`config.mk`:
```
export PLATFORM = sky130hd
export DESIGN_NAME = mem_stage
export DESIGN_NICKNAME = d
export VERILOG_FILES = /design/src/rtl/mem_if_pkg.sv /design/src/rtl/pipeline_pkg.sv /design/src/rtl/mem_stage.sv
export SDC_FILE = /design/constraint.sdc
export NUM_CORES = 1
export LEC_CHECK = 0
export BUFFER_PORTS_ARGS = -buffer_cell sky130_fd_sc_hd__buf_2
export CORE_AREA = 3 3 179 181
export DETAILED_ROUTE_END_ITERATION = 16
export DIE_AREA = 0 0 182 184
export PLACE_DENSITY = 0.46
export SYNTH_ARGS = -nofsm -noshare
export SYNTH_HDL_FRONTEND = slang
export SYNTH_SLANG_ARGS = --single-unit
```
`constraint.sdc`:
```
create_clock -name vclk -period 1.5
set_input_delay 0 -clock vclk [all_inputs]
set_output_delay 0 -clock vclk [all_outputs]
set_load 0.005 [all_outputs]
```
`src/rtl/mem_if_pkg.sv`:
```
package mem_if_pkg;

    typedef logic [31:0] bus32_t;
    typedef logic [31:0] addr_t;
    typedef logic [3:0]  byte_mask_t;

    // one-cycle strobe, word-aligned address
    typedef struct packed {
        logic       req;
        logic       we;
        addr_t      addr;
        bus32_t     wdata;
        byte_mask_t wstrb;
    } dcache_req_t;

    // data_ok pulses once per request
    typedef struct packed {
        logic   data_ok;
        bus32_t rdata;
    } dcache_rsp_t;

endpackage
```
`src/rtl/pipeline_pkg.sv`:
```
package pipeline_pkg;

    // architectural register number
    typedef logic [4:0] reg_addr_t;

    // only the operations this stage tells apart
    typedef enum logic [3:0] {
        ALU_OTHER,
        LDB,
        LDBU,
        LDH,
        LDHU,
        LDW,
        LLW,
        STB,
        STH,
        STW,
        SCW
    } aluop_t;

    // reg_write_data holds the store data for stores
    typedef struct packed {
        logic               inst_valid;
        mem_if_pkg::addr_t  pc;
        aluop_t             aluop;
        mem_if_pkg::addr_t  mem_addr;
        logic               reg_write_en;
        reg_addr_t          reg_write_addr;
        mem_if_pkg::bus32_t reg_write_data;
    } ex_mem_t;

    typedef struct packed {
        logic               inst_valid;
        mem_if_pkg::addr_t  pc;
        logic               reg_write_en;
        reg_addr_t          reg_write_addr;
        mem_if_pkg::bus32_t reg_write_data;
    } mem_wb_t;

    // forwarding toward dispatch
    typedef struct packed {
        logic               reg_write_en;
        reg_addr_t          reg_write_addr;
        mem_if_pkg::bus32_t reg_write_data;
    } fwd_t;

    function automatic logic is_load_op(aluop_t op);
        return op inside {LDB, LDBU, LDH, LDHU, LDW, LLW};
    endfunction

    function automatic logic is_store_op(aluop_t op);
        return op inside {STB, STH, STW, SCW};
    endfunction

endpackage

```
`src/rtl/mem_stage.sv`:
```
module mem_stage
    import pipeline_pkg::*;
    import mem_if_pkg::*;
#(
    parameter int ISSUE_WIDTH = 2
) (
    // from input register
    input  ex_mem_t [ISSUE_WIDTH - 1:0] ex_q_i,

    // with data RAM
    input  dcache_rsp_t                 rsp_i,

    // to writeback
    output mem_wb_t [ISSUE_WIDTH - 1:0] res_o,

    // to dispatch
    output fwd_t    [ISSUE_WIDTH - 1:0] fwd_o,

    output logic                        pause_o
);

    logic        ld_op;
    logic        st_op;
    bus32_t      byte_sh;
    logic [7:0]  ld_byte;
    logic [15:0] ld_half;
    bus32_t      lane0_data;

    assign ld_op = ex_q_i[0].inst_valid && is_load_op(ex_q_i[0].aluop);
    assign st_op = ex_q_i[0].inst_valid && is_store_op(ex_q_i[0].aluop);

    // byte and halfword picked by the low address bits
    assign byte_sh = rsp_i.rdata >> {ex_q_i[0].mem_addr[1:0], 3'b000};
    assign ld_byte = byte_sh[7:0];
    assign ld_half = ex_q_i[0].mem_addr[1] ? rsp_i.rdata[31:16] : rsp_i.rdata[15:0];

    always_comb begin
        lane0_data = ex_q_i[0].reg_write_data;
        if (ld_op) begin
            lane0_data = '0;
            if (rsp_i.data_ok) begin
                case (ex_q_i[0].aluop)
                    LDB: lane0_data = {{24{ld_byte[7]}}, ld_byte};
                    LDBU: lane0_data = {24'b0, ld_byte};
                    LDH: begin
                        // odd halfword stays zero
                        if (!ex_q_i[0].mem_addr[0]) begin
                            lane0_data = {{16{ld_half[15]}}, ld_half};
                        end
                    end
                    LDHU: begin
                        if (!ex_q_i[0].mem_addr[0]) begin
                            lane0_data = {16'b0, ld_half};
                        end
                    end
                    default: lane0_data = rsp_i.rdata;
                endcase
            end
        end
    end

    assign pause_o = (ld_op || st_op) && !rsp_i.data_ok;

    for (genvar i = 0; i < ISSUE_WIDTH; i++) begin : g_lane
        assign res_o[i].inst_valid     = ex_q_i[i].inst_valid;
        assign res_o[i].pc             = ex_q_i[i].pc;
        assign res_o[i].reg_write_en   = ex_q_i[i].reg_write_en;
        assign res_o[i].reg_write_addr = ex_q_i[i].reg_write_addr;

        if (i == 0) begin : g_mem_lane
            assign res_o[i].reg_write_data = lane0_data;
        end else begin : g_alu_lane
            assign res_o[i].reg_write_data = ex_q_i[i].reg_write_data;
        end

        assign fwd_o[i].reg_write_en   = res_o[i].reg_write_en;
        assign fwd_o[i].reg_write_addr = res_o[i].reg_write_addr;
        assign fwd_o[i].reg_write_data = res_o[i].reg_write_data;
    end

endmodule

```
==> run metrics <==
Die Footprint 33490 um2; placed cell area 2470 um2; final WL 12090 um; Seq/Total Area, Yosys 0%; syn_area_per_cell 6.823 um2; DP HPWL 10400 um; first-pass GRT wire length 15610 um; Starting DRT DRC Count 51; WS Path Type in2out; Final Wtd Congestion 0.6983; Cell Pwr Density 290.8 nW/um2; overall die height 184 um; antenna violations before repair 5; Post-Syn Nets 609; Final period util 113.2%; seq_cells 0; final hold violations 0; Tmin final 1.699 ns; Slew @ Worst Pin 0.3188 ns; Initial Utilization 8.074%; DRC Markers 0; Cell variety after synth 34; final core occ 9.056%; max cap viols 0; Leakage 0.001209 uW; finished layout cell area 2770 um2; Syn. warnings 0; RSZ-0062 raised after global routing true; Die Wd 182 um; setup ws final -0.1985 ns; # fillers 3620; worst min path class in2out; CP arrival 1.70 ns; status finished, violations left; drt wl/cell 16.44 um; DR vias/cell 3.000; GRT Overall Usage 6.450%; PortBufs 138; Crit. End Element output pin; most frequent cells in the layout buf_2 (130), nand2_1 (33), buf_4 (33), nor2_1 (23), o21ai_2 (18); area growth from synthesis to layout 12.16%; grt total ovfl 0; vias in the first global route 2176; synthesized area 2470 um2; Storage cell area 0 um2; I/O pins 466; Rel. slew slack 78.45%; layout cells sized above 1 67.36%; DRT antenna net count 0; Final Net Count 586; Cells after Synth 362; commonest non-fill, non-tap cell in the layout buf_2; Startpoint Class primary input; Hold Buf Count CTS 0; Worst Path Required 1.50 ns; Pins Over Slew Limit 0; DRT Pass-1 Iters 4; failing checks setup timing; # rows 64; Placement Setup Slack -0.3036 ns; Worst IR Drop VDD 0.05095 mV; Crit Path Max Fanout 7; core footprint 30590 um2; Fmax achieved 0.5887 GHz; clock buffer count in the final layout 0; via count 2205; largest net degree at the start of global routing 27; final setup vio count 48
-- stage by stage --
stage | setup TNS, ns | hold slack, ns | total power (uW) | std cells
after floorplan | -2.788 | 0.03324 | 721.4 | 362
after global placement | -10.52 | 0.00003458 | 738.0 | 725
after detailed placement | -11.63 | 0.00003458 | 738.0 | 725
after CTS | -7.334 | 0.00003458 | 804.4 | 733
after global routing | -11.19 | 0.000008163 | 887.8 | 734
final | -7.959 | 0.000002282 | 805.7 | 735
-- synth_stat cells (2+ instances only) --
cell type	n	share of area, %
a21oi_1	9	1.8
nand3b_1	2	0.61
nor4b_1	2	0.71
o21ai_0	19	3.9
o21ai_2	10	3.5
nor2_1	23	3.5
buf_6	2	0.91
buf_2	2	0.41
mux4_2	2	1.8
a211oi_1	7	2.1
mux2i_1	6	2.4
o21ai_1	17	3.4
clkbuf_1	12	1.8
nand2_1	33	5.0
mux2_2	9	4.1
nor3_1	2	0.41
buf_4	186	57
nor3b_1	3	0.91
-- cell families (layout without fill, tap and decap cells) --
family          Yosys count  after routing  share of synthesized area [%]
compound gates           69             69                          17.78
simple gates             71             71                          12.87
other cells               0              2                              0
xor+xnor                  1              1                         0.3547
buf+inv                 204            179                          60.64
mux                      17             17                          8.359
-- routing by layer --
layer | part of all wire, % | wire length, um | track usage, %
met5 | 0.28 | 34 | 0
met4 | 5.0 | 603 | 2.925
met3 | 15 | 1757 | 3.660
met2 | 51 | 6135 | 12.00
met1 | 29 | 3554 | 5.617
-- final cells by class --
type               instances  area [um2]  area share, %
inverters                  1       3.754         0.1355
multi-input cells        158        1137          41.06
well taps                396       495.5          17.89
diodes                     2       5.005         0.1807
repair buffers           178        1129          40.74
-- critical path, cell delays in order --
cell and delay [ns]:
buf_8 0.07, mux4_2 0.51, a2111o_1 0.46, buf_4 0.18, buf_12 0.14, a21oi_4 0.12, o21ai_2 0.08, buf_2 0.14
-- power breakdown --
group / switching, uW / internal (uW) / leakage (uW) / total (uW)
clock: 0 / 0.000178 / 0.0000000127 / 0.000178
sequential: 0 / 0 / 0 / 0
combinational: 415 / 391 / 0.00121 / 806
total: 415 / 391 / 0.00121 / 806
-- what timing repair did --
action                     CTS  global route
gates cloned                 0             0
setup endpoints to repair   60            62
pin swaps                    8             5
gates resized for setup     32            21
setup buffers                8             1
-- path summary, 6_finish.rpt --
path | startpoint | end | slack, ns | cells past startpoint
worst min-delay path | ex_q_i[195] | res_o[123] | 0.000002 | 0
worst max-delay path | ex_q_i[39] | res_o[15] | -0.20 | 8
Power figures use the tool's default switching activity.
