File: src/rtl/mem_if_pkg.sv
package mem_if_pkg;

    typedef logic [31:0] bus32_t;
    typedef logic [31:0] addr_t;
    typedef logic [3:0]  byte_mask_t;

    // one-cycle strobe, word-aligned address
    typedef struct packed {
        logic       req;
        logic       we;
        addr_t      addr;
        bus32_t     wdata;
        byte_mask_t wstrb;
    } dcache_req_t;

    // data_ok pulses once per request
    typedef struct packed {
        logic   data_ok;
        bus32_t rdata;
    } dcache_rsp_t;

endpackage
File: src/rtl/pipeline_pkg.sv
package pipeline_pkg;

    // architectural register number
    typedef logic [4:0] reg_addr_t;

    // only the operations this stage tells apart
    typedef enum logic [3:0] {
        ALU_OTHER,
        LDB,
        LDBU,
        LDH,
        LDHU,
        LDW,
        LLW,
        STB,
        STH,
        STW,
        SCW
    } aluop_t;

    // reg_write_data holds the store data for stores
    typedef struct packed {
        logic               inst_valid;
        mem_if_pkg::addr_t  pc;
        aluop_t             aluop;
        mem_if_pkg::addr_t  mem_addr;
        logic               reg_write_en;
        reg_addr_t          reg_write_addr;
        mem_if_pkg::bus32_t reg_write_data;
    } ex_mem_t;

    typedef struct packed {
        logic               inst_valid;
        mem_if_pkg::addr_t  pc;
        logic               reg_write_en;
        reg_addr_t          reg_write_addr;
        mem_if_pkg::bus32_t reg_write_data;
    } mem_wb_t;

    // forwarding toward dispatch
    typedef struct packed {
        logic               reg_write_en;
        reg_addr_t          reg_write_addr;
        mem_if_pkg::bus32_t reg_write_data;
    } fwd_t;

    function automatic logic is_load_op(aluop_t op);
        return op inside {LDB, LDBU, LDH, LDHU, LDW, LLW};
    endfunction

    function automatic logic is_store_op(aluop_t op);
        return op inside {STB, STH, STW, SCW};
    endfunction

endpackage

File: src/rtl/mem_wb_reg.sv
module mem_wb_reg
    import pipeline_pkg::*;
#(
    parameter int ISSUE_WIDTH = 2
) (
    input  logic                        clk,
    input  logic                        arst_n_i,
    input  logic                        pause_i,

    // from stage
    input  mem_wb_t [ISSUE_WIDTH - 1:0] res_i,

    // to writeback
    output mem_wb_t [ISSUE_WIDTH - 1:0] wb_o
);

    mem_wb_t [ISSUE_WIDTH - 1:0] wb_q;

    assign wb_o = wb_q;

    for (genvar i = 0; i < ISSUE_WIDTH; i++) begin : g_lane
        always_ff @(posedge clk or negedge arst_n_i) begin
            if (!arst_n_i) begin
                wb_q[i] <= '0;
            end else if (pause_i) begin
                // bubble while the access is pending
                wb_q[i] <= '0;
            end else begin
                wb_q[i] <= res_i[i];
            end
        end
    end

endmodule

File: config.mk
export PLATFORM = sky130hd
export DESIGN_NAME = mem_wb_reg
export DESIGN_NICKNAME = d
export VERILOG_FILES = /design/src/rtl/mem_if_pkg.sv /design/src/rtl/pipeline_pkg.sv /design/src/rtl/mem_wb_reg.sv
export SDC_FILE = /design/constraint.sdc
export NUM_CORES = 1
export LEC_CHECK = 0
export BUFFER_PORTS_ARGS = -buffer_cell sky130_fd_sc_hd__buf_2
export CAP_MARGIN = 20
export CORE_ASPECT_RATIO = 0.6
export CORE_MARGIN = 10
export CORE_UTILIZATION = 38
export DETAILED_ROUTE_END_ITERATION = 12
export PLACE_DENSITY = 0.76
export SYNTH_ARGS = -nofsm -noshare
export SYNTH_HDL_FRONTEND = slang
export SYNTH_SLANG_ARGS = --single-unit
File: constraint.sdc
create_clock -name clk -period 0.8 [get_ports clk]
set_clock_uncertainty 0.2 [all_clocks]
set_input_delay 0.16 -clock clk [delete_from_list [all_inputs] [get_ports clk]]
set_output_delay 0.16 -clock clk [all_outputs]
set_load 0.02 [all_outputs]
==> flow_summary.rst <==
.. list-table::
   :header-rows: 1

   * - Metric
     - Value
   * - Run status
     - finished, violations left
   * - Violated checks
     - hold timing, setup timing
   * - Count of flip-flops with a built-in enable after synthesis
     - 0
   * - Count of antenna diodes in the layout
     - 0
   * - Final count of pins violating max slew
     - 0
   * - Most used standard cells in the synthesized netlist
     - 142 x sky130_fd_sc_hd__dfrtp_1, 142 x sky130_fd_sc_hd__nor2b_1, 8 x sky130_fd_sc_hd__buf_4
   * - Post-synthesis to final-layout area growth
     - 71.32%
   * - Seq cells post-synth
     - 142
   * - Worst-margin pin slew
     - 0.2100 ns
   * - Max Cap Violations
     - 0
   * - Critical path startpoint category
     - flop
   * - Share of final-layout standard cells stronger than drive strength 1
     - 0.5332
   * - RSZ-0062 raised after global routing
     - true
   * - Global route overflow
     - 0
   * - Max-slew headroom at the worst pin
     - 0.8600
   * - Initial antenna violation count
     - 2
   * - Top cells by area, synth
     - sky130_fd_sc_hd__dfrtp_1 78%, sky130_fd_sc_hd__nor2b_1 20%, sky130_fd_sc_hd__buf_4 1.3%, sky130_fd_sc_hd__buf_2 0.77%
   * - Full die area
     - 16,850 um^2
   * - Logic depth of the worst path, buffers included
     - 1
   * - NumNets Final
     - 750
   * - Detailed placement HPWL
     - 11.16 mm
   * - CTS sink cnt
     - 142
   * - Fraction of the mapped netlist area in simple logic gates
     - 0.1958
   * - Clock transition at the registers of the reported paths
     - 0.06 ns
   * - Final worst hold slack
     - -0.6201 ns
   * - CP endpoint
     - wb_o[69]
   * - Most used DFF post-synth
     - sky130_fd_sc_hd__dfrtp_1
   * - Placer's final routability congestion estimate
     - 0.7795
   * - Post-Route Utilization
     - 0.6767
   * - Num rows
     - 30
   * - Port buffer count
     - 286
   * - Peak supply drop
     - 0.001481 V
   * - Worst setup EP type
     - output pin
   * - Pin count of the biggest net entering global routing
     - 47
   * - Chip Width
     - 161.1 um
   * - List of cells traversed by the critical path
     - buf_6
   * - Number of flip-flops under the largest register name
     - 142
   * - Leakage
     - 3.967 nW
   * - Fraction of post-synthesis cell area in the top cell type by area
     - 0.7832
   * - Total buffers and inverters traversed by the critical path
     - 1
   * - TritonCTS clock tree
     - done
   * - Number of primary I/O pins
     - 287
   * - Mean instance size in the synthesized netlist
     - 15.17 um^2
   * - Final-report setup violation count
     - 143
   * - Filler instances
     - 802
   * - Antenna violation net count after detailed routing
     - 0
   * - Classification of the worst setup path
     - reg2out
   * - Share of synthesized area spent on multiplexers
     - 0
   * - Final count of hold timing violations
     - 282
   * - First-pass GRT wire length
     - 22.65 mm
   * - Core footprint
     - 11,490 um^2
   * - Total negative setup slack
     - -66.81 ns
   * - Time the final worst path needs with I/O delays and setup
     - 1.299 ns
   * - Root Driver
     - sky130_fd_sc_hd__clkbuf_16
   * - First DRT Iteration DRCs
     - 130
   * - Critical Path Source
     - wb_o[69]
   * - Compound-Gate Fraction of Synth Area
     - 0
   * - TritonRoute pass-1 iters
     - 4
   * - CTS Buffer Depth
     - 2
   * - Highest cell delay on the worst timing path
     - 0.40 ns
   * - Post-synthesis share of cell area spent on full adders, half adders and majority gates
     - 0
   * - Upper clock frequency limit
     - 769.7 MHz
   * - Starting density of the core
     - 0.3950
   * - Number of different library cells in the post-synthesis netlist
     - 4
   * - Clock H-tree levels
     - 4
   * - Setup slack of the critical path after layout
     - -0.4992 ns
   * - Fraction of the yosys area taken by sequential cells
     - 0.7832
   * - Via Count
     - 3,346
   * - Per-cell routed wire length
     - 18.98 um
   * - Critical-path maximum fanout
     - 1
   * - Required time of the critical path
     - 0.44 ns
   * - Vias/cell
     - 4.306
   * - Type of the most critical hold path
     - in2async
   * - Mapped Nets
     - 444
   * - Gate count after technology mapping
     - 299
   * - Final routed DRC violation total
     - 0
   * - Pwr per Cell Area
     - 2289 nW/um^2
   * - Post-route clock period utilization
     - 1.624
   * - Num CTS Buffers
     - 17
   * - Crit path arrival time
     - 0.94 ns
   * - Yosys warning count
     - 0
   * - GRT Resource Usage Total
     - 0.1746
   * - Largest delay contributor family on the critical path
     - flip-flops
   * - Cell accounting for the most synthesized area
     - sky130_fd_sc_hd__dfrtp_1
   * - Total Routed Length
     - 14.75 mm
   * - Main combinational cell family by area after synthesis
     - simple AND/OR/NAND/NOR gates
   * - Critical Path Slowest Stage Cell
     - sky130_fd_sc_hd__dfrtp_1
   * - Share of the synthesized netlist area taken by xor and xnor gates
     - 0
   * - Area of the mapped netlist
     - 4537 um^2
   * - DIE HEIGHT
     - 104.6 um
   * - Async set or reset register ratio after synthesis
     - 1.000
   * - Vias in the first global route
     - 3,875
-- stage by stage --
step                instances  setup slack, ns  cell area, um^2  total power [mW]
finish                    777          -0.4992             7772             17.79
global route              777          -0.5378             7772             18.57
CTS                       779          -0.5200             7782             17.98
detailed placement        743          -0.1913             6255             9.655
global placement          743          -0.1619             6255             9.588
floorplan                 299          0.02398             4573             8.631
-- report_power, final --
group          switching [mW]  internal, mW
Combinational            1.12          1.20
Clock                    2.99          4.75
Sequential              0.185          7.55
-- how the worst min path moves through the flow --
| stage | startpoint | to | slack [ns] |
|---|---|---|---|
| global route | arst_n_i | wb_o[36] | -0.64 |
| finish | arst_n_i | wb_o[36] | -0.62 |
| CTS | arst_n_i | wb_o[32] | -0.64 |
| floorplan | arst_n_i | wb_o[0] | -0.34 |
| detailed placement | arst_n_i | wb_o[31] | -0.20 |
| global placement | arst_n_i | wb_o[32] | -0.21 |
-- cell families (layout without fill, tap and decap cells) --
kind of cell           count (synthesis)  in the layout
AND/OR/NAND/NOR                      142            142
flip-flops                           142            142
buffers and inverters                 15            333
-- cell usage in the layout, fill, tap and decap left out --
cell                             count
sky130_fd_sc_hd__buf_6             143
sky130_fd_sc_hd__nor2b_1           142
sky130_fd_sc_hd__clkinv_4            1
sky130_fd_sc_hd__clkinv_2            1
sky130_fd_sc_hd__clkbuf_16          17
sky130_fd_sc_hd__buf_12              6
sky130_fd_sc_hd__buf_2             141
sky130_fd_sc_hd__clkbuf_8            2
sky130_fd_sc_hd__buf_4               8
sky130_fd_sc_hd__dlymetal6s4s_1      2
sky130_fd_sc_hd__clkinvlp_4          6
sky130_fd_sc_hd__dfrtp_1           142
sky130_fd_sc_hd__dlygate4sd3_1       2
sky130_fd_sc_hd__bufinv_16           2
sky130_fd_sc_hd__inv_6               2
-- routing by layer --
metal	track usage	wire, um	vias to the layer above
li1	-	-	1508
met1	0.1705	5087	1663
met2	0.3178	7955	163
met3	0.08738	1571	12
met4	0.05239	136	0
met5	0	0	-
-- repair_timing --
action,in CTS,in global routing
endpoints found under the setup margin,142,147
setup buffers,0,0
endpoints found under the hold margin,284,283
hold buffers,5,1
gates cloned,0,0
resized for setup,284,2
-- final cells by class --
type / count / area [um^2] / share of cell area
clock inverter: 12 / 136.4 / 0.01755
timing repair buffer: 302 / 2541 / 0.3269
sequential: 142 / 3553 / 0.4572
tap: 160 / 200.2 / 0.02576
multi-input combinational: 142 / 888.4 / 0.1143
clock buffer: 19 / 452.9 / 0.05827
Power figures use the tool's default switching activity.
