`config.mk`:
```
export PLATFORM = sky130hd
export DESIGN_NAME = dcache_req_gen
export DESIGN_NICKNAME = d
export VERILOG_FILES = /design/src/rtl/mem_if_pkg.sv /design/src/rtl/pipeline_pkg.sv /design/src/rtl/dcache_req_gen.sv
export SDC_FILE = /design/constraint.sdc
export NUM_CORES = 1
export LEC_CHECK = 0
export ABC_AREA = 1
export ABC_CLOCK_PERIOD_IN_PS = 1900
export BUFFER_PORTS_ARGS = -buffer_cell sky130_fd_sc_hd__buf_2
export CORE_AREA = 2 2 81 83
export DETAILED_ROUTE_END_ITERATION = 8
export DIE_AREA = 0 0 83 85
export PLACE_DENSITY = 0.54
export SKIP_LAST_GASP = 1
export SLEW_MARGIN = 20
export SYNTH_ARGS = -nofsm -noshare
export SYNTH_HDL_FRONTEND = slang
export SYNTH_SLANG_ARGS = --single-unit
```
`constraint.sdc`:
```
create_clock -name clk -period 1.9 [get_ports clk]
set_clock_uncertainty 0.05 [all_clocks]
set_input_delay 0.285 -clock clk [delete_from_list [all_inputs] [get_ports clk]]
set_output_delay 0.285 -clock clk [all_outputs]
set_load 0.01 [all_outputs]
```
`src/rtl/mem_if_pkg.sv`:
```
package mem_if_pkg;

    typedef logic [31:0] bus32_t;
    typedef logic [31:0] addr_t;
    typedef logic [3:0]  byte_mask_t;

    // one-cycle strobe, word-aligned address
    typedef struct packed {
        logic       req;
        logic       we;
        addr_t      addr;
        bus32_t     wdata;
        byte_mask_t wstrb;
    } dcache_req_t;

    // data_ok pulses once per request
    typedef struct packed {
        logic   data_ok;
        bus32_t rdata;
    } dcache_rsp_t;

endpackage
```
`src/rtl/pipeline_pkg.sv`:
```
package pipeline_pkg;

    // architectural register number
    typedef logic [4:0] reg_addr_t;

    // only the operations this stage tells apart
    typedef enum logic [3:0] {
        ALU_OTHER,
        LDB,
        LDBU,
        LDH,
        LDHU,
        LDW,
        LLW,
        STB,
        STH,
        STW,
        SCW
    } aluop_t;

    // reg_write_data holds the store data for stores
    typedef struct packed {
        logic               inst_valid;
        mem_if_pkg::addr_t  pc;
        aluop_t             aluop;
        mem_if_pkg::addr_t  mem_addr;
        logic               reg_write_en;
        reg_addr_t          reg_write_addr;
        mem_if_pkg::bus32_t reg_write_data;
    } ex_mem_t;

    typedef struct packed {
        logic               inst_valid;
        mem_if_pkg::addr_t  pc;
        logic               reg_write_en;
        reg_addr_t          reg_write_addr;
        mem_if_pkg::bus32_t reg_write_data;
    } mem_wb_t;

    // forwarding toward dispatch
    typedef struct packed {
        logic               reg_write_en;
        reg_addr_t          reg_write_addr;
        mem_if_pkg::bus32_t reg_write_data;
    } fwd_t;

    function automatic logic is_load_op(aluop_t op);
        return op inside {LDB, LDBU, LDH, LDHU, LDW, LLW};
    endfunction

    function automatic logic is_store_op(aluop_t op);
        return op inside {STB, STH, STW, SCW};
    endfunction

endpackage

```
`src/rtl/dcache_req_gen.sv`:
```
module dcache_req_gen
    import pipeline_pkg::*;
    import mem_if_pkg::*;
(
    input  logic        clk,
    input  logic        arst_n_i,

    // lane 0 only
    input  ex_mem_t     op_i,
    input  dcache_rsp_t rsp_i,
    output dcache_req_t req_o
);

    logic       ld_op;
    logic       st_op;
    logic       outstanding_q;
    bus32_t     st_data;
    byte_mask_t st_mask;

    assign ld_op = op_i.inst_valid && is_load_op(op_i.aluop);
    assign st_op = op_i.inst_valid && is_store_op(op_i.aluop);

    // replicate store data into every lane of the word
    always_comb begin
        case (op_i.aluop)
            STB: begin
                st_data = {4{op_i.reg_write_data[7:0]}};
                st_mask = byte_mask_t'(4'b0001 << op_i.mem_addr[1:0]);
            end
            STH: begin
                st_data = {2{op_i.reg_write_data[15:0]}};
                st_mask = op_i.mem_addr[1] ? 4'b1100 : 4'b0011;
            end
            STW, SCW: begin
                st_data = op_i.reg_write_data;
                st_mask = 4'b1111;
            end
            default: begin
                st_data = op_i.reg_write_data;
                st_mask = 4'b0000;
            end
        endcase
    end

    // one request per operation
    always_ff @(posedge clk or negedge arst_n_i) begin
        if (!arst_n_i) begin
            outstanding_q <= 1'b0;
        end else if (rsp_i.data_ok) begin
            outstanding_q <= 1'b0;
        end else if (req_o.req) begin
            outstanding_q <= 1'b1;
        end
    end

    assign req_o.req   = (ld_op || st_op) && !outstanding_q;
    assign req_o.we    = st_op;
    assign req_o.addr  = {op_i.mem_addr[31:2], 2'b00};
    assign req_o.wdata = st_data;
    assign req_o.wstrb = st_op ? st_mask : 4'b0000;

endmodule

```
==> flow_summary.ini, run 1 <==
[power]
power_density_mw_per_mm2 = 223
peakVddDrop_v = 0.000120
p_leak_nw = 0.830

[synth]
yosys-top-cells-count = nand2_1, buf_4, inv_1
postSynth.asyncResetShare = 1.00
yosysMostFrequentCell = nand2_1
synth_enable_flop_cells = 0
synth_top_area_share = 0.336
ys_ff_latch = 1
syn_avg_cell_area_sq_um = 5.25
synth_area_sq_um = 982
synth.yosys.seq_area_share = 0.0255
netlist_instances = 187
ys.flop_type = dfrtp_1
synth_top_area_cell = nand2_1
synth_cell_types = 17
yosys_warnings = 0
synthTopCellsByArea = nand2_1, buf_4, inv_1

[floorplanning]
start_util = 0.158
die_h_microns = 85
io_pins = 212
dieArea_sq_mm = 0.00706
row_count = 29
core-area_sq_mm = 0.00620
fp.dieW_microns = 83

[detailed_routing]
drc = 0
vias_per_cell = 3.62
wirelength_mm = 2.83
routedWlPerCell_microns = 9.23
ant_nets = 0
drtIter0Drc = 23
detail_route.first_pass.iterations = 4
vias = 1108

[timing]
layout_min_cycle_time_ns = 1.65
fin_ws_ns = 0.255
min_period_over_period = 0.866
drv_slew = 0
clock.fmax_mhz = 608
rsz0062_at_grt = false
setup-violations-final = 0
fin_tns_setup_ns = 0
hold_ws_ns = 0.0113
finalHoldViolCount = 0

[final_layout]
fin_nets = 373
drive_gt1_frac = 0.432
diodes = 0
largest-register = outstanding_q
area_delta_synth_final_pct = 20.4
largest_register_ffs = 1
reg_top3 = outstanding_q: 1 flops

[clock_network]
clk_pin_slew_ns = 0
clk_latency_ns = 0
postCtsSetupBuffers = 0
ctsResizeCount = 0
cts_hold_buf = 0

[grt]
antenna_found_initial = 0
grt_pass1_wl_mm = 4.66
grt-ovfl-total = 0
grt_max_degree = 17
grt_pass1_vias = 1023
track_usage = 0.0764

[placed_design]
pre_cts_slack_ns = 0.234
routabilityCongestion = 0.765
place_hpwl_mm = 2.45
port_buffers = 79

[worst_setup_path]
crit_fanout = 16
worst_ep_required_time_ns = 1.56
arrival_ns = 1.31
cp-start-kind = input port
cp-startpoint = op_i[71]
critical_path_class = in2out
crit_path_end_kind = output port
rr_startpoint = outstanding_q

[run]
drv_cap = 0

[hold_path]
hp-class = in2async

[run_status]
status = finished clean
==> critical path, cell delays in order <==
cell	delay, ns
buf_2	0.11
nand2_1	0.13
inv_1	0.10
nand2_4	0.16
nand2_8	0.09
inv_6	0.15
nand2_1	0.07
nand2_1	0.07
buf_2	0.13
==> per-layer routing <==
metal  vias to the layer above  GRT usage  part of all wire
met1                       459     0.0992              0.45
met3                         8     0.0107             0.090
met4                         0    0.00894            0.0088
met2                        48      0.139              0.45
met5                         -          0                 0
li1                        593          -                 -
==> placed cells by master, fill, tap and decap left out <==
| cell | n |
|---|---|
| inv_6 | 1 |
| inv_1 | 21 |
| conb_1 | 2 |
| nand2_1 | 88 |
| a21oi_4 | 1 |
| nand2_4 | 1 |
| dfrtp_1 | 1 |
| buf_4 | 5 |
| buf_2 | 79 |
| nor2_1 | 7 |
| nand2_8 | 1 |
| nand2_2 | 7 |
| inv_2 | 2 |
| a21oi_1 | 1 |
| nand3_1 | 10 |
| nor2_4 | 2 |
==> final timing paths <==
check / endpoint / slack (ns) / cells past startpoint
hold / removal: outstanding_q / 0.01 / 1
min in group clk: outstanding_q / 0.39 / 2
hold reg to reg: outstanding_q / 0.45 / 2
setup reg to reg: outstanding_q / 1.27 / 2
max in group asynchronous: outstanding_q / 1.70 / 1
setup / recovery: req_o[31] / 0.25 / 9
==> kinds of logic after synthesis <==
logic type,Yosys count,share of synthesized area
buffers and inverters,67,0.436
other,1,0.00382
and+or+nand+nor,116,0.513
AOI/OAI and AO/OA,2,0.0217
DFF,1,0.0255
==> final cells by class <==
type                    instances  area, sq um
inverters                      24         95.1
flip-flops and latches          1         25.0
well taps                      77         96.3
multi-input cells             120          533
repair buffers                 84          433
fillers                       726         5020
==> power breakdown <==
part	internal (mW)	switching (mW)
clock	0	0
sequential	0.0234	0.000754
combinational	0.105	0.135
==> stage by stage <==
step	instance area, sq um	util	instances	power [mW]
after floorplan	986	-	188	0.229
after global placement	1180	0.191	306	0.267
after detailed placement	1180	0.191	306	0.268
after CTS	1180	0.191	306	0.269
after global routing	1180	0.191	306	0.295
final	1180	0.191	306	0.264
Power figures use the tool's default switching activity.
==> inputs of run 2 (changes only) <==
Settings changed: HOLD_SLACK_MARGIN set to 0.15.
==> run 2 against run 1 <==
Compared with the run above: maximum frequency about the same; setup slack about the same; via count is 0.36% higher; sequential share of layout area barely moved; power increased by 0.60%; flip-flop and latch count stayed put; first-iteration DRC count increased by 30%; sequential power is essentially flat; global-route usage hardly changed; final cell count up 0.33%.
==> flow_summary.ini, run 2 (synthesis gave the netlist of run 1 again) <==
[detailed_routing]
detail_route.first_pass.iterations = 4
routedWlPerCell_microns = 9.23
route.top_layer_used = met4
drc = 0
vias_per_cell = 3.62
vias = 1112
met1_length_mm = 1.27
drtIter0Drc = 30
wirelength_mm = 2.83
dr_wl_met2_mm = 1.29
ant_nets = 0
wl_met3_microns = 251

[run]
drv_cap = 0

[worst_setup_path]
critical_path_class = in2out
r2r_slack_ns = 1.27
worst_ep_required_time_ns = 1.56
arrival_ns = 1.31
crit_path_end_kind = output port
crit_fanout = 16
cp-start-kind = input port

[grt]
grt_pass1_wl_mm = 4.69
track_usage = 0.0768
grt_pass1_vias = 1035
grt-ovfl-total = 0
antenna_found_initial = 0
grt_max_degree = 17

[power]
peakVddDrop_v = 0.000120
power_density_mw_per_mm2 = 223
p_leak_nw = 0.834
finalPower_mw = 0.266

[final_layout]
multi_input_area_sq_um = 533
final_common_cell = nand2_1
largest_register_ffs = 1
area_delta_synth_final_pct = 21.4
finish.utilization = 0.192
n_fill_cell = 725
drive_gt1_frac = 0.430
diodes = 0
fin_nets = 374
largest-register = outstanding_q
layout_common_cells = nand2_1, buf_2, inv_1
reg_top3 = outstanding_q: 1 flops
regArea_sq_um = 25.0

[floorplanning]
io_pins = 212
dieArea_sq_mm = 0.00706
die_h_microns = 85
row_count = 29
fp.dieW_microns = 83
start_util = 0.158
core-area_sq_mm = 0.00620

[timing]
layout_min_cycle_time_ns = 1.65
clock.fmax_mhz = 608
drv_slew = 0
min_period_over_period = 0.866
rsz0062_at_grt = false
finalHoldViolCount = 0
fin_tns_setup_ns = 0
setup-violations-final = 0

[clock_network]
clk_latency_ns = 0
postCtsSetupBuffers = 0
clk_pin_slew_ns = 0

[placed_design]
port_buffers = 79
place_hpwl_mm = 2.45
routabilityCongestion = 0.765

[run_status]
status = finished clean

[hold_path]
hp-class = in2reg
==> run 2: cell count changes in the layout (fill, tap and decap cells not counted), sizes merged <==
| cell | change |
|---|---|
| dlygate4sd3 | +1 |
==> run 2: path summary, 6_finish.rpt <==
check	startpoint	end	depth (start not counted)
worst min register to register	outstanding_q	outstanding_q	2
worst max-delay path	op_i[71]	req_o[31]	9
worst max register to register	outstanding_q	outstanding_q	2
worst min-delay path	rsp_i[32]	outstanding_q	2
min in group asynchronous	arst_n_i	outstanding_q	2
max in group asynchronous	arst_n_i	outstanding_q	2
==> run 2: cell type report <==
type,count,share of cell area
Timing Repair Buffer,85,0.371
Inverter,24,0.0797
Sequential cell,1,0.0210
Multi-Input combinational cell,120,0.447
Tap cell,77,0.0808
==> run 2: power breakdown <==
part	switching, mW	leakage, nW	total, mW	internal (mW)
combinational	0.135	0.821	0.242	0.106
sequential	0.000754	0.0129	0.0241	0.0234
clock	0	0	0	0
==> run 2: metrics by stage <==
stage	hold slack, ns	cells	area [sq um]	worst slack [ns]
finish	0.387	307	1190	0.255
global route	0.393	307	1190	0.108
CTS	0.388	307	1190	0.230
detailed placement	0.0121	306	1180	0.234
global placement	0.0100	306	1180	0.233
floorplan	-0.0606	188	986	0.514
==> run 2: worst max-delay path, cell delays in order <==
cell and delay [ns]:
buf_2 0.11, nand2_1 0.13, inv_1 0.10, nand2_4 0.16
nand2_8 0.09, inv_6 0.15, nand2_1 0.07, nand2_1 0.07
buf_2 0.13
==> run 2: what timing repair did <==
item / 4_1_cts / 5_1_grt
resized for setup: 0 / 0
endpoints found under the setup margin: 0 / 0
endpoints found under the hold margin: 1 / 0
hold buffers: 1 / 0
==> run 2: routing by layer <==
metal / GRT usage / vias up
met4: 0.00894 / 0
met2: 0.140 / 48
met1: 0.0992 / 461
met5: 0 / -
li1: - / 595
met3: 0.0107 / 8
==> inputs of run 3 (changes only) <==
Settings changed: ABC_CLOCK_PERIOD_IN_PS 1900 to 1600, CORE_AREA 2 2 81 83 to 2 2 82 84, DIE_AREA 0 0 83 85 to 0 0 84 86, PLACE_DENSITY 0.54 to 0.53, RECOVER_POWER set to 50.
Clock period 1.9 ns to 1.6 ns, I/O delays scaled along.
==> run 3 against run 2 <==
Compared with the run above: first-iteration DRC count shrank 13%; utilization about the same; sequential share of layout area hardly changed; critical path depth decreased by 1; register-to-register slack got worse by 0.31 ns; combinational power rose by 21%; via count is 2.0% lower; sequential power grew 19%; worst hold slack lost 0.046 ns; wire length up 4.5%; largest power group unchanged; highest routed layer unchanged.
==> flow_summary.ini, run 3 (synthesis gave the netlist of run 1 again) <==
[final_layout]
area_delta_synth_final_pct = 22.5
reg_top3 = outstanding_q: 1 flops
diodes = 0
layout_common_cells = nand2_1, buf_2, inv_1
fin_cells = 308
fin_nets = 375
largest_register_ffs = 1
stdcell_area_sq_mm = 0.00120
drive_gt1_frac = 0.420
largest-register = outstanding_q
final_common_cell = nand2_1

[grt]
track_usage = 0.0740
grt_max_degree = 17
grt_pass1_wl_mm = 4.49
antenna_found_initial = 0
grt_pass1_vias = 937
grt-ovfl-total = 0

[floorplanning]
core-area_sq_mm = 0.00628
io_pins = 212
dieArea_sq_mm = 0.00722
row_count = 29
die_h_microns = 86
fp.dieW_microns = 84
start_util = 0.156

[power]
power_frac_clock = 0
seq_power_share = 0.090
power_density_mw_per_mm2 = 266
comb_power_share = 0.910
intPower_mw = 0.155
peakVddDrop_v = 0.000162
p_switching_mw = 0.165
p_sw_frac = 0.517
p_leak_nw = 0.826

[detailed_routing]
wirelength_mm = 2.96
detail_route.first_pass.iterations = 4
routedWlPerCell_microns = 9.62
vias = 1090
drtIter0Drc = 26
vias_per_cell = 3.54
ant_nets = 0
drc = 0

[timing]
setup-violations-final = 0
hold_ws_ns = 0.341
clock.fmax_mhz = 680
finalHoldViolCount = 0
layout_min_cycle_time_ns = 1.47
min_period_over_period = 0.919
drv_slew = 0

[clock_network]
clk_pin_slew_ns = 0
clk_latency_ns = 0
postCtsSetupBuffers = 0

[placed_design]
placed_cell_area_sq_mm = 0.00119
routabilityCongestion = 0.694
placed_cells = 307
port_buffers = 79
place_hpwl_mm = 2.53

[worst_setup_path]
crit_path_end_kind = output port
arrival_ns = 1.18
cp-start-kind = input port
crit_fanout = 6
critical_path_class = in2out
worst_ep_required_time_ns = 1.31

[run]
drv_cap = 0

[run_status]
status = finished clean

[hold_path]
hp-class = in2reg
run 3: through the flow:
stage                      util  setup TNS (ns)  setup slack, ns  power [mW]
final                     0.192               0            0.130       0.320
after global routing      0.192        -0.00179         -0.00179       0.357
after CTS                 0.191               0           0.0449       0.325
after detailed placement  0.190               0           0.0432       0.323
after global placement    0.190               0           0.0518       0.321
after floorplan               -               0            0.304       0.272
run 3: power groups by stage:
stage | sequential [mW] | clock [mW] | combinational (mW)
after floorplan | 0.0285 | 0 | 0.243
after global placement | 0.0286 | 0 | 0.292
after detailed placement | 0.0287 | 0 | 0.294
after CTS | 0.0287 | 0 | 0.297
final | 0.0287 | 0 | 0.292
after global routing | 0.0289 | 0 | 0.328
run 3: path summary, 6_finish.rpt:
path	from	end	slack (ns)	depth (start not counted)
worst max-delay path	op_i[70]	req_o[21]	0.13	8
worst min-delay path	rsp_i[32]	outstanding_q	0.34	2
worst max register to register	outstanding_q	outstanding_q	0.96	2
worst min register to register	outstanding_q	outstanding_q	0.46	2
max in group asynchronous	arst_n_i	outstanding_q	0.90	2
min in group asynchronous	arst_n_i	outstanding_q	0.49	2
run 3: worst max-delay path, cell delays in order:
cell,delay [ns]
buf_2,0.11
nor2_1,0.19
nand2_2,0.15
nand2_8,0.13
buf_4,0.14
nand2_1,0.04
nand2_1,0.05
buf_2,0.12
run 3: repair_timing:
item                                   CTS  global route
hold buffers                             1             0
endpoints found under the hold margin    1             0
setup endpoints to repair                0            20
resized for setup                        0             4
run 3: layout make-up:
cell class / count / area [sq um]
inverters: 24 / 100
flip-flops and latches: 1 / 25.0
repair buffers: 86 / 444
well taps: 77 / 96.3
fillers: 760 / 5070
multi-input cells: 120 / 538
run 3: routing by layer:
| metal | GRT usage | share of wire |
|---|---|---|
| met5 | 0 | 0 |
| met4 | 0.0117 | 0.0091 |
| met3 | 0.00866 | 0.077 |
| met2 | 0.124 | 0.45 |
| met1 | 0.104 | 0.46 |
