--- src/rtl/mem_if_pkg.sv ---
package mem_if_pkg;

    typedef logic [31:0] bus32_t;
    typedef logic [31:0] addr_t;
    typedef logic [3:0]  byte_mask_t;

    // one-cycle strobe, word-aligned address
    typedef struct packed {
        logic       req;
        logic       we;
        addr_t      addr;
        bus32_t     wdata;
        byte_mask_t wstrb;
    } dcache_req_t;

    // data_ok pulses once per request
    typedef struct packed {
        logic   data_ok;
        bus32_t rdata;
    } dcache_rsp_t;

endpackage
--- src/rtl/pipeline_pkg.sv ---
package pipeline_pkg;

    // architectural register number
    typedef logic [4:0] reg_addr_t;

    // only the operations this stage tells apart
    typedef enum logic [3:0] {
        ALU_OTHER,
        LDB,
        LDBU,
        LDH,
        LDHU,
        LDW,
        LLW,
        STB,
        STH,
        STW,
        SCW
    } aluop_t;

    // reg_write_data holds the store data for stores
    typedef struct packed {
        logic               inst_valid;
        mem_if_pkg::addr_t  pc;
        aluop_t             aluop;
        mem_if_pkg::addr_t  mem_addr;
        logic               reg_write_en;
        reg_addr_t          reg_write_addr;
        mem_if_pkg::bus32_t reg_write_data;
    } ex_mem_t;

    typedef struct packed {
        logic               inst_valid;
        mem_if_pkg::addr_t  pc;
        logic               reg_write_en;
        reg_addr_t          reg_write_addr;
        mem_if_pkg::bus32_t reg_write_data;
    } mem_wb_t;

    // forwarding toward dispatch
    typedef struct packed {
        logic               reg_write_en;
        reg_addr_t          reg_write_addr;
        mem_if_pkg::bus32_t reg_write_data;
    } fwd_t;

    function automatic logic is_load_op(aluop_t op);
        return op inside {LDB, LDBU, LDH, LDHU, LDW, LLW};
    endfunction

    function automatic logic is_store_op(aluop_t op);
        return op inside {STB, STH, STW, SCW};
    endfunction

endpackage

--- src/rtl/ex_mem_reg.sv ---
module ex_mem_reg
    import pipeline_pkg::*;
#(
    parameter int ISSUE_WIDTH = 2
) (
    input  logic                          clk,
    input  logic                          arst_n_i,
    input  logic                          pause_i,

    // from execute
    input  ex_mem_t [ISSUE_WIDTH - 1:0]   ex_i,

    // to request generator and stage
    output ex_mem_t [ISSUE_WIDTH - 1:0]   ex_q_o
);

    ex_mem_t [ISSUE_WIDTH - 1:0] ex_q;

    assign ex_q_o = ex_q;

    for (genvar i = 0; i < ISSUE_WIDTH; i++) begin : g_lane
        always_ff @(posedge clk or negedge arst_n_i) begin
            if (!arst_n_i) begin
                ex_q[i] <= '0;
            end else if (!pause_i) begin
                ex_q[i] <= ex_i[i];
            end
            // hold while the access is pending
        end
    end

endmodule

--- config.mk ---
export PLATFORM = sky130hd
export DESIGN_NAME = ex_mem_reg
export DESIGN_NICKNAME = d
export VERILOG_FILES = /design/src/rtl/mem_if_pkg.sv /design/src/rtl/pipeline_pkg.sv /design/src/rtl/ex_mem_reg.sv
export SDC_FILE = /design/constraint.sdc
export NUM_CORES = 1
export LEC_CHECK = 0
export BUFFER_PORTS_ARGS = -buffer_cell sky130_fd_sc_hd__buf_2
export CORE_AREA = 2 2 168 170
export CTS_BUF_LIST = sky130_fd_sc_hd__clkbuf_8
export DETAILED_ROUTE_END_ITERATION = 8
export DIE_AREA = 0 0 170 172
export GPL_TIMING_DRIVEN = 0
export PLACE_DENSITY = 0.67
export RECOVER_POWER = 100
export SLEW_MARGIN = 5
export SYNTH_ARGS = -nofsm -noshare
export SYNTH_HDL_FRONTEND = slang
export SYNTH_SLANG_ARGS = --single-unit
--- constraint.sdc ---
create_clock -name clk -period 2.3 [get_ports clk]
set_clock_uncertainty 0.05 [all_clocks]
set_input_delay 0 -clock clk [delete_from_list [all_inputs] [get_ports clk]]
set_output_delay 0 -clock clk [all_outputs]
set_load 0.01 [all_outputs]
==> run summary, run 1 <==
status -> completed
Pins Over Slew Limit -> 0
Max Fclk -> 699 MHz
Post-DP HPWL -> 16300 µm
CTS resizes -> 0
count leader, synth -> dfrtp_1
area share of the largest cell type after synthesis -> 0.622
period utilization -> 0.622
gr ovfl total -> 0
CTS Hold Buffers Added -> 235
max FFs per register -> 214
Die Span Y -> 172 µm
crit path launch type -> flop
GR Util All Layers -> 0.178
syn nets -> 669
Setup violations, final -> 0
DR WL/cell -> 17.5 µm
synth cell count leaders -> dfrtp_1 (214), mux2_4 (160), mux2_2 (54), buf_6 (19), buf_2 (5)
Max Root-Sink Buffers -> 3
initial antenna violation count -> 0
max cap viols -> 0
number of synthesis warnings -> 0
drt initial violations -> 208
Top Ports -> 431
Hold WC Path Type -> input port to asynchronous set/reset pin
drt via density -> 4.33
Worst Max-Slew Pin Slew -> 0.815 ns
CP Max Fanout -> 2
sequential area share after synthesis -> 0.622
pwr dens -> 707 mW/mm²
Synth async-reset ratio -> 1.00
H-tree depth -> 2
post-synth cell types -> 5
total routed wirelength -> 26700 µm
GPL Wtd Cong -> 0.772
first-pass GRT wire length -> 40700 µm
CP peak stage delay -> 0.59 ns
Clock Sinks -> 214
VDD IR max -> 0.509 mV
post-route antenna net violation count -> 0
Setup TNS Final -> 0 ns
synthesized area -> 0.00860 mm²
Setup crit end kind -> flop
Starting Density -> 0.313
full die area -> 0.0292 mm²
Critical Path AT -> 1.77 ns
CTS Root Cell -> clkbuf_8
Worst-path clk slew -> 0.05 ns
EDFF count, synth -> 0
row cnt -> 61
largest net degree at the start of global routing -> 115
register bit count reported by yosys -> 214
critical-path cell list -> mux2_2, dlygate4sd3_1
total CTS buffers -> 40
Setup Fix Bufs, Post-CTS -> 0
Final Util -> 0.490
synthesized instance count -> 452
final hold vios -> 0
Mean Syn Cell Area -> 19.0 µm²
core area -> 0.0275 mm²
area delta synth->final -> 56.6%
vias in the first global route -> 7568
Ant. Diodes -> 0
top_reg_cell synth -> dfrtp_1
Worst-Skew Late Latency -> 0.50 ns
min cycle time layout -> 1.43 ns
IO buf count -> 429
slowest stage cell, crit path -> dlygate4sd3_1
Req. time, crit path -> 2.63 ns
Buf/Inv on CP -> 1
DRC viols -> 0
crit-path leading delay family -> buffers and inverters
hold_ws -> 0.0241 ns
nets@finish -> 1376
Slew Limit Headroom -> 0.457
share of layout cells above drive strength 1 -> 0.293
DRT Pass-1 Iters -> 4
die width -> 170 µm
CTS tree -> built
via count -> 6638
P_leak -> 0.00604 µW
RSZ-0062 raised after global routing -> no
area leader, netlist -> dfrtp_1
critical path class -> flop to flop
largest cells by area after synthesis -> dfrtp_1 (62%), mux2_4 (28%), mux2_2 (7.1%)
[per-stage QoR]
step / total power (µW) / area (µm²) / worst slack (ns) / instances
after detailed placement: 6050 / 11200 / 1.11 / 1228
after floorplan: 5250 / 8600 / 1.42 / 452
after CTS: 9990 / 14300 / 0.944 / 1532
final: 9530 / 13500 / 0.869 / 1532
after global routing: 10000 / 13500 / 0.847 / 1532
after global placement: 6010 / 11200 / -2.48 / 1227
[cells in the final DEF (no fill, tap or decap)]
cell type / Yosys / routed
buf_16: 0 / 1
buf_2: 5 / 219
buf_6: 19 / 19
buf_8: 0 / 1
clkbuf_1: 0 / 214
clkbuf_8: 0 / 50
clkinv_2: 0 / 2
clkinvlp_4: 0 / 2
dfrtp_1: 214 / 214
dlygate4sd3_1: 0 / 235
inv_1: 0 / 15
mux2_1: 0 / 160
mux2_2: 54 / 54
[area by class of cell]
| class | instances | area [µm²] |
|---|---|---|
| fill | 2582 | 14000 |
| sequential | 214 | 5360 |
| timing repair buffer | 665 | 4270 |
| multi-input combinational | 214 | 2410 |
| clock buffer | 50 | 688 |
| tap | 346 | 433 |
| buffer | 24 | 239 |
| clock inverter | 19 | 81.3 |
[metal layers]
layer | part of all wire | GRT usage
met1 | 0.37 | 0.194
met2 | 0.51 | 0.320
met3 | 0.077 | 0.0520
met4 | 0.039 | 0.0799
met5 | 0 | 0
[power breakdown]
group	leakage [µW]	switching, µW	internal [µW]
sequential	0.00250	218	4150
combinational	0.00309	778	855
clock	0.000448	1590	1940
[final timing paths]
path                                          from  slack [ns]                 endpoint  depth (start not counted)
min in group clk                           pause_i        0.04   ex_q_o[37]$_DFFE_PN0N_                          3
max reg2reg                ex_q_o[161]$_DFFE_PN0N_        0.87  ex_q_o[161]$_DFFE_PN0N_                          2
max in group asynchronous                 arst_n_i        1.11   ex_q_o[73]$_DFFE_PN0N_                          3
min                                       arst_n_i        0.02  ex_q_o[103]$_DFFE_PN0N_                          2
max                        ex_q_o[161]$_DFFE_PN0N_        0.87  ex_q_o[161]$_DFFE_PN0N_                          2
min reg2reg                  ex_q_o[7]$_DFFE_PN0N_        0.44    ex_q_o[7]$_DFFE_PN0N_                          1
[cells by family after synthesis]
group | count (synthesis) | share of synthesized area
buffers and inverters | 24 | 0.0278
flip-flops | 214 | 0.622
multiplexers | 214 | 0.350
No activity file was read; power rests on OpenSTA's default activity.
==> run 2: changes to the inputs <==
--- a/config.mk
+++ b/config.mk
@@ -5,13 +5,14 @@
 export SDC_FILE = /design/constraint.sdc
 export NUM_CORES = 1
 export LEC_CHECK = 0
+export ABC_AREA = 1
 export BUFFER_PORTS_ARGS = -buffer_cell sky130_fd_sc_hd__buf_2
-export CORE_AREA = 2 2 168 170
+export CORE_AREA = 2 2 167 169
 export CTS_BUF_LIST = sky130_fd_sc_hd__clkbuf_8
 export DETAILED_ROUTE_END_ITERATION = 8
-export DIE_AREA = 0 0 170 172
+export DIE_AREA = 0 0 169 171
 export GPL_TIMING_DRIVEN = 0
-export PLACE_DENSITY = 0.67
+export PLACE_DENSITY = 0.65
 export RECOVER_POWER = 100
 export SLEW_MARGIN = 5
 export SYNTH_ARGS = -nofsm -noshare
==> constraint.sdc (replaced) <==
create_clock -name clk -period 1.5 [get_ports clk]
set_clock_uncertainty 0.05 [all_clocks]
set_input_delay 0 -clock clk [delete_from_list [all_inputs] [get_ports clk]]
set_output_delay 0 -clock clk [all_outputs]
set_load 0.01 [all_outputs]
==> run summary, run 2 <==
sequential area share after synthesis -> 0.661 (+0.0382)
EDFF count, synth -> 0 (unchanged)
first-pass GRT wire length -> 47400 µm (+16%)
DR WL/cell -> 15.3 µm (-12%)
syn nets -> 1121 (+68%)
CP peak stage delay -> 0.56 ns (-0.03 ns)
synth cell count leaders -> nand2_1 (642), dfrtp_1 (214), buf_2 (25), buf_6 (11), buf_4 (9)
Pins Over Slew Limit -> 0 (unchanged)
crit path launch type -> input port
share of layout cells above drive strength 1 -> 0.187 (-0.107)
H-tree depth -> 2 (unchanged)
Worst Max-Slew Pin Slew -> 0.824 ns (+0.00901 ns)
IO buf count -> 429 (unchanged)
area leader, netlist -> dfrtp_1
total routed wirelength -> 30800 µm (+15%)
via count -> 8854 (+33%)
CP Max Fanout -> 1 (-1)
count leader, synth -> nand2_1
slowest stage cell, crit path -> dlygate4sd3_1
min cycle time layout -> 1.52 ns
P_leak -> 0.00731 µW (+21%)
most frequent cells in the layout -> nand2_1 (642), dlygate4sd3_1 (267), buf_2 (234)
Worst-path clk slew -> 0.06 ns (about the same)
die width -> 169 µm (-0.59%)
Max Fclk -> 658 MHz
Die Span Y -> 171 µm (-0.58%)
share of power burned in registers -> 0.457 (about the same)
placed insts -> 1680 (+37%)
status -> finished, violations left
hold_ws -> 0.0124 ns (-0.0117 ns)
Clock Sinks -> 214 (unchanged)
max FFs per register -> 214 (unchanged)
vias in the first global route -> 9466 (+25%)
max cap viols -> 0 (unchanged)
RSZ-0062 raised after global routing -> no
failing checks -> negative setup slack
Storage cell area -> 0.00536 mm² (unchanged)
post-synth cell types -> 8 (+3)
Top Ports -> 431 (unchanged)
Post-DP HPWL -> 18800 µm (+15%)
sw frac -> 0.281 (+0.0101)
Starting Density -> 0.297 (-0.0165)
most common cell after layout, fill and taps aside -> nand2_1
GPL Wtd Cong -> 0.833 (+8.0%)
Net Sw Power -> 4050 µW (+57%)
combinational power share -> 0.180 (+0.009)
multi-input logic area -> 0.00241 mm² (unchanged)
critical-path cell list -> dlygate4sd3_1, buf_2, nand2_1, dlygate4sd3_1, nand2_1, dlygate4sd3_1
fillcell total -> 2494 (-3.4%)
core area -> 0.0273 mm² (-0.56%)
Synth async-reset ratio -> 1.00 (unchanged)
drt initial violations -> 555 (+170%)
row cnt -> 61 (unchanged)
register bit count reported by yosys -> 214 (unchanged)
Hold WC Path Type -> input port to flop
CTS tree -> built
Critical Path AT -> 1.87 ns (+0.10 ns)
area delta synth->final -> 70.6%
drt via density -> 4.41 (+1.8%)
final hold vios -> 0 (unchanged)
largest cells by area after synthesis -> dfrtp_1 (66%), nand2_1 (30%), buf_2 (1.5%)
Setup Fix Bufs, Post-CTS -> 0 (unchanged)
initial antenna violation count -> 2 (+2)
top_reg_cell synth -> dfrtp_1
DRT Pass-1 Iters -> 5 (+1)
full die area -> 0.0289 mm² (-1.2%)
period utilization -> 1.01
Worst-Skew Late Latency -> 0.52 ns (+0.02 ns)
Max Root-Sink Buffers -> 3 (unchanged)
number of synthesis warnings -> 0 (unchanged)
Req. time, crit path -> 1.85 ns (-0.78 ns)
area share of the largest cell type after synthesis -> 0.661 (+0.0382)
DRC viols -> 0 (unchanged)
largest net degree at the start of global routing -> 110 (-4.3%)
GR Util All Layers -> 0.205 (+0.0274)
pwr dens -> 1040 mW/mm² (+47%)
total CTS buffers -> 38 (-5.0%)
CTS Root Cell -> clkbuf_8
synthesized instance count -> 904 (+100%)
synthesized area -> 0.00811 mm² (-5.8%)
Slew Limit Headroom -> 0.451 (-0.00601)
post-route antenna net violation count -> 0 (unchanged)
nets@finish -> 1857 (+35%)
most frequent CP cell -> dlygate4sd3_1
gr ovfl total -> 0 (unchanged)
critical path class -> input port to flop
Clock Power Share -> 0.363 (-0.008)
Setup violations, final -> 1 (+1)
VDD IR max -> 0.732 mV (+44%)
Final Non-Filler Cells -> 2008 (+31%)
internal power -> 10400 µW (+49%)
Mean Syn Cell Area -> 8.97 µm² (-53%)
CTS resizes -> 0 (unchanged)
fin worst setup slack -> -0.0190 ns (-0.888 ns)
Setup crit end kind -> flop
==> run 2: cell count changes after synthesis, sizes merged <==
| cell | previous run | this run |
|---|---|---|
| inv | 0 | 1 |
| buf | 24 | 46 |
| nand2 | 0 | 642 |
| mux2 | 214 | 0 |
| clkbuf | 0 | 1 |
==> run 2: worst max-delay path, delay by kind of cell <==
family / cells / cell delay [ns]
buffers and inverters: 4 / 1.77
AND/OR/NAND/NOR: 2 / 0.10
==> run 2: worst paths after layout <==
path | from | endpoint | slack, ns | depth (start not counted)
max in group asynchronous | arst_n_i | ex_q_o[153]$_DFFE_PN0N_ | 0.26 | 3
worst min register to register | ex_q_o[41]$_DFFE_PN0N_ | ex_q_o[41]$_DFFE_PN0N_ | 0.43 | 2
worst max register to register | ex_q_o[178]$_DFFE_PN0N_ | ex_q_o[178]$_DFFE_PN0N_ | 0.22 | 3
min in group asynchronous | arst_n_i | ex_q_o[88]$_DFFE_PN0N_ | 0.05 | 2
worst min-delay path | pause_i | ex_q_o[151]$_DFFE_PN0N_ | 0.01 | 5
worst max-delay path | ex_i[149] | ex_q_o[149]$_DFFE_PN0N_ | -0.02 | 6
==> run 2: final cells by class <==
cell class / instances / area share
multi-input combinational: 642 / 0.174
clock inverter: 15 / 0.00670
tap: 346 / 0.0313
clock buffer: 45 / 0.0448
buffer: 47 / 0.0237
antenna: 2 / 0.000362
inverter: 1 / 0.000452
timing repair buffer: 696 / 0.331
sequential: 214 / 0.387
==> run 2: logic make-up after synthesis <==
kind of cell,Yosys count,synth area share
AND/OR/NAND/NOR,642,0.297
flip-flops,214,0.661
buffers and inverters,48,0.0421
==> run 2: per-layer routing <==
metal  up-vias  wire length [µm]  GRT usage
met3       106              2580     0.0622
met1      4127             11500      0.219
met2       446             15200      0.366
met4         0              1470      0.108
met5         -                 0          0
li1       4175                 -          -
==> run 2: power groups by stage <==
stage                     clock [µW]  sequential, µW  combinational [µW]
after CTS                       5370            6560                2730
after floorplan                    0            6900                 637
after global placement             0            6640                2050
after global routing            5640            6640                2860
final                           5230            6590                2600
after detailed placement           0            6650                2080
==> run 2: repair_timing <==
| action | in CTS | in global routing |
|---|---|---|
| setup endpoints to repair | 0 | 20 |
| hold endpoints to repair | 319 | 3 |
| hold buffers | 285 | 1 |
==> run 2: per-stage QoR <==
step	setup TNS (ns)	power [µW]	worst slack [ns]	utilization	cell area (µm²)
after global routing	0	15100	0.00115	0.506	13800
after floorplan	0	7540	0.784	-	8110
after global placement	-716.17	8680	-3.38	0.391	10700
after CTS	0	14700	0.0337	0.523	14300
final	-0.0190	14400	-0.0190	0.506	13800
after detailed placement	0	8730	0.286	0.392	10700
==> run 3: changes to the inputs <==
--- a/config.mk
+++ b/config.mk
@@ -11,6 +11,7 @@
 export CTS_BUF_LIST = sky130_fd_sc_hd__clkbuf_8
 export DETAILED_ROUTE_END_ITERATION = 8
 export DIE_AREA = 0 0 169 171
+export GPL_ROUTABILITY_DRIVEN = 0
 export GPL_TIMING_DRIVEN = 0
 export PLACE_DENSITY = 0.65
 export RECOVER_POWER = 100
==> constraint.sdc (replaced) <==
create_clock -name clk -period 1.5 [get_ports clk]
set_clock_uncertainty 0.05 [all_clocks]
set_input_delay 0 -clock clk [delete_from_list [all_inputs] [get_ports clk]]
set_output_delay 0 -clock clk [all_outputs]
set_load 0.02 [all_outputs]
==> run summary, run 3 (synthesis gave the netlist of run 2 again) <==
Top Ports -> 431 (unchanged)
Final Non-Filler Cells -> 2008 (unchanged)
final hold vios -> 0 (unchanged)
period utilization -> 1.01 (-0.00401)
Max Fclk -> 661 MHz (+0.40%)
most frequent cells in the layout -> nand2_1 (642), dlygate4sd3_1 (267), buf_2 (234)
pwr dens -> 1070 mW/mm² (+2.8%)
H-tree depth -> 2 (unchanged)
CP Launch Point -> ex_i[149]
DRC viols -> 0 (unchanged)
CTS resizes -> 0 (unchanged)
Post-DP HPWL -> 18800 µm (unchanged)
Critical Path AT -> 1.86 ns (about the same)
die width -> 169 µm (unchanged)
vias in the first global route -> 9466 (unchanged)
Worst Hold Depth -> 5 (unchanged)
VDD IR max -> 0.750 mV (+2.4%)
CTS tree -> built
P_leak -> 0.00731 µW (about the same)
RSZ-0062 raised after global routing -> no
Pins Over Slew Limit -> 0 (unchanged)
Pwr Total -> 14800 µW (+2.8%)
Buf/Inv on CP -> 4 (unchanged)
row cnt -> 61 (unchanged)
Hold WC Path Type -> input port to flop
total CTS buffers -> 38 (unchanged)
most common cell after layout, fill and taps aside -> nand2_1
most frequent CP cell -> dlygate4sd3_1
min cycle time layout -> 1.51 ns (-0.00602 ns)
CTS Root Cell -> clkbuf_8
full die area -> 0.0289 mm² (unchanged)
Clock Sinks -> 214 (unchanged)
drt initial violations -> 553 (-0.36%)
DRT Pass-1 Iters -> 4 (-1)
max FFs per register -> 214 (unchanged)
largest net degree at the start of global routing -> 110 (unchanged)
Setup crit end kind -> flop
DR WL/cell -> 15.3 µm (about the same)
via count -> 8845 (-0.10%)
gr ovfl total -> 0 (unchanged)
drt via density -> 4.40 (-0.10%)
nets@finish -> 1857 (unchanged)
IO buf count -> 429 (unchanged)
total routed wirelength -> 30700 µm (about the same)
core area -> 0.0273 mm² (unchanged)
slowest stage cell, crit path -> dlygate4sd3_1
share of layout cells above drive strength 1 -> 0.187 (+0.000602)
initial antenna violation count -> 2 (unchanged)
area delta synth->final -> 70.6% (about the same)
failing checks -> negative setup slack
max cap viols -> 0 (unchanged)
Hold Path Origin -> pause_i
Setup WS pre-CTS -> 0.286 ns (unchanged)
post-route antenna net violation count -> 0 (unchanged)
critical-path cell list -> dlygate4sd3_1, buf_2, nand2_1, dlygate4sd3_1, nand2_1, dlygate4sd3_1
Levels on crit path -> 6 (unchanged)
crit path launch type -> input port
Setup Fix Bufs, Post-CTS -> 0 (unchanged)
Worst-path clk slew -> 0.06 ns (about the same)
Max Root-Sink Buffers -> 3 (unchanged)
fin worst setup slack -> -0.0130 ns (+0.00602 ns)
R2R Path Start -> ex_q_o[178]$_DFFE_PN0N_
first-pass GRT wire length -> 47400 µm (unchanged)
CP Max Fanout -> 1 (unchanged)
placed insts -> 1680 (unchanged)
Worst Max-Slew Pin Slew -> 0.824 ns (+0.000196 ns)
hold_ws -> 0.0124 ns (+0.0000373 ns)
GR Util All Layers -> 0.205 (unchanged)
Slew Limit Headroom -> 0.450 (about the same)
Starting Density -> 0.297 (unchanged)
Final Util -> 0.506 (about the same)
Req. time, crit path -> 1.85 ns (about the same)
CP peak stage delay -> 0.56 ns (about the same)
Setup violations, final -> 1 (unchanged)
Worst-Skew Late Latency -> 0.52 ns (about the same)
crit-path leading delay family -> buffers and inverters
critical path class -> input port to flop
status -> finished, violations left
Worst R2R Path Depth -> 3 (unchanged)
Die Span Y -> 171 µm (unchanged)
[run 3: cell counts in the layout (fill, tap and decap cells not counted)]
Identical to the previous run, type by type.
[run 3: area by class of cell]
type	instances	area, µm²
plain buffers	47	328
inverters	1	6.26
well taps	346	433
clock inverters	15	92.6
diodes	2	5.00
fillers	2493	13500
clock buffers	45	619
repair buffers	696	4580
multi-input cells	642	2410
flip-flops and latches	214	5360
[run 3: tightest hold or removal path, stage by stage]
cell and delay [ns]:
buf_4 0.14, inv_4 0.08, buf_2 0.20, nand2_1 0.08, nand2_1 0.04
[run 3: what timing repair did]
| action | CTS | global route |
|---|---|---|
| hold buffers | 285 | 1 |
| setup endpoints to repair | 0 | 20 |
| endpoints found under the hold margin | 319 | 3 |
[run 3: where the power goes]
part           internal (µW)  switching, µW  total [µW]  leakage [µW]
logic                   1210           1790        3000       0.00430
registers               6290            303        6590       0.00261
clock network           2870           2370        5230      0.000400
[run 3: worst paths after layout]
kind | end | slack (ns)
max | ex_q_o[149]$_DFFE_PN0N_ | -0.01
min | ex_q_o[151]$_DFFE_PN0N_ | 0.01
max reg2reg | ex_q_o[178]$_DFFE_PN0N_ | 0.22
min reg2reg | ex_q_o[41]$_DFFE_PN0N_ | 0.43
max in group asynchronous | ex_q_o[153]$_DFFE_PN0N_ | 0.26
min in group asynchronous | ex_q_o[88]$_DFFE_PN0N_ | 0.05
[run 3: per-stage QoR]
step           instance area [µm²]  setup TNS [ns]
2_1_floorplan                 8110               0
3_3_place_gp                 10700         -716.17
3_5_place_dp                 10700               0
4_1_cts                      14300               0
5_1_grt                      13800               0
6_report                     13800         -0.0130
[run 3: metal layers]
layer  wire, µm  track usage  vias up
met5          0            0        -
met4       1470        0.108        0
met3       2580       0.0622      106
met2      15200        0.366      439
met1      11500        0.219     4125
li1           -            -     4175
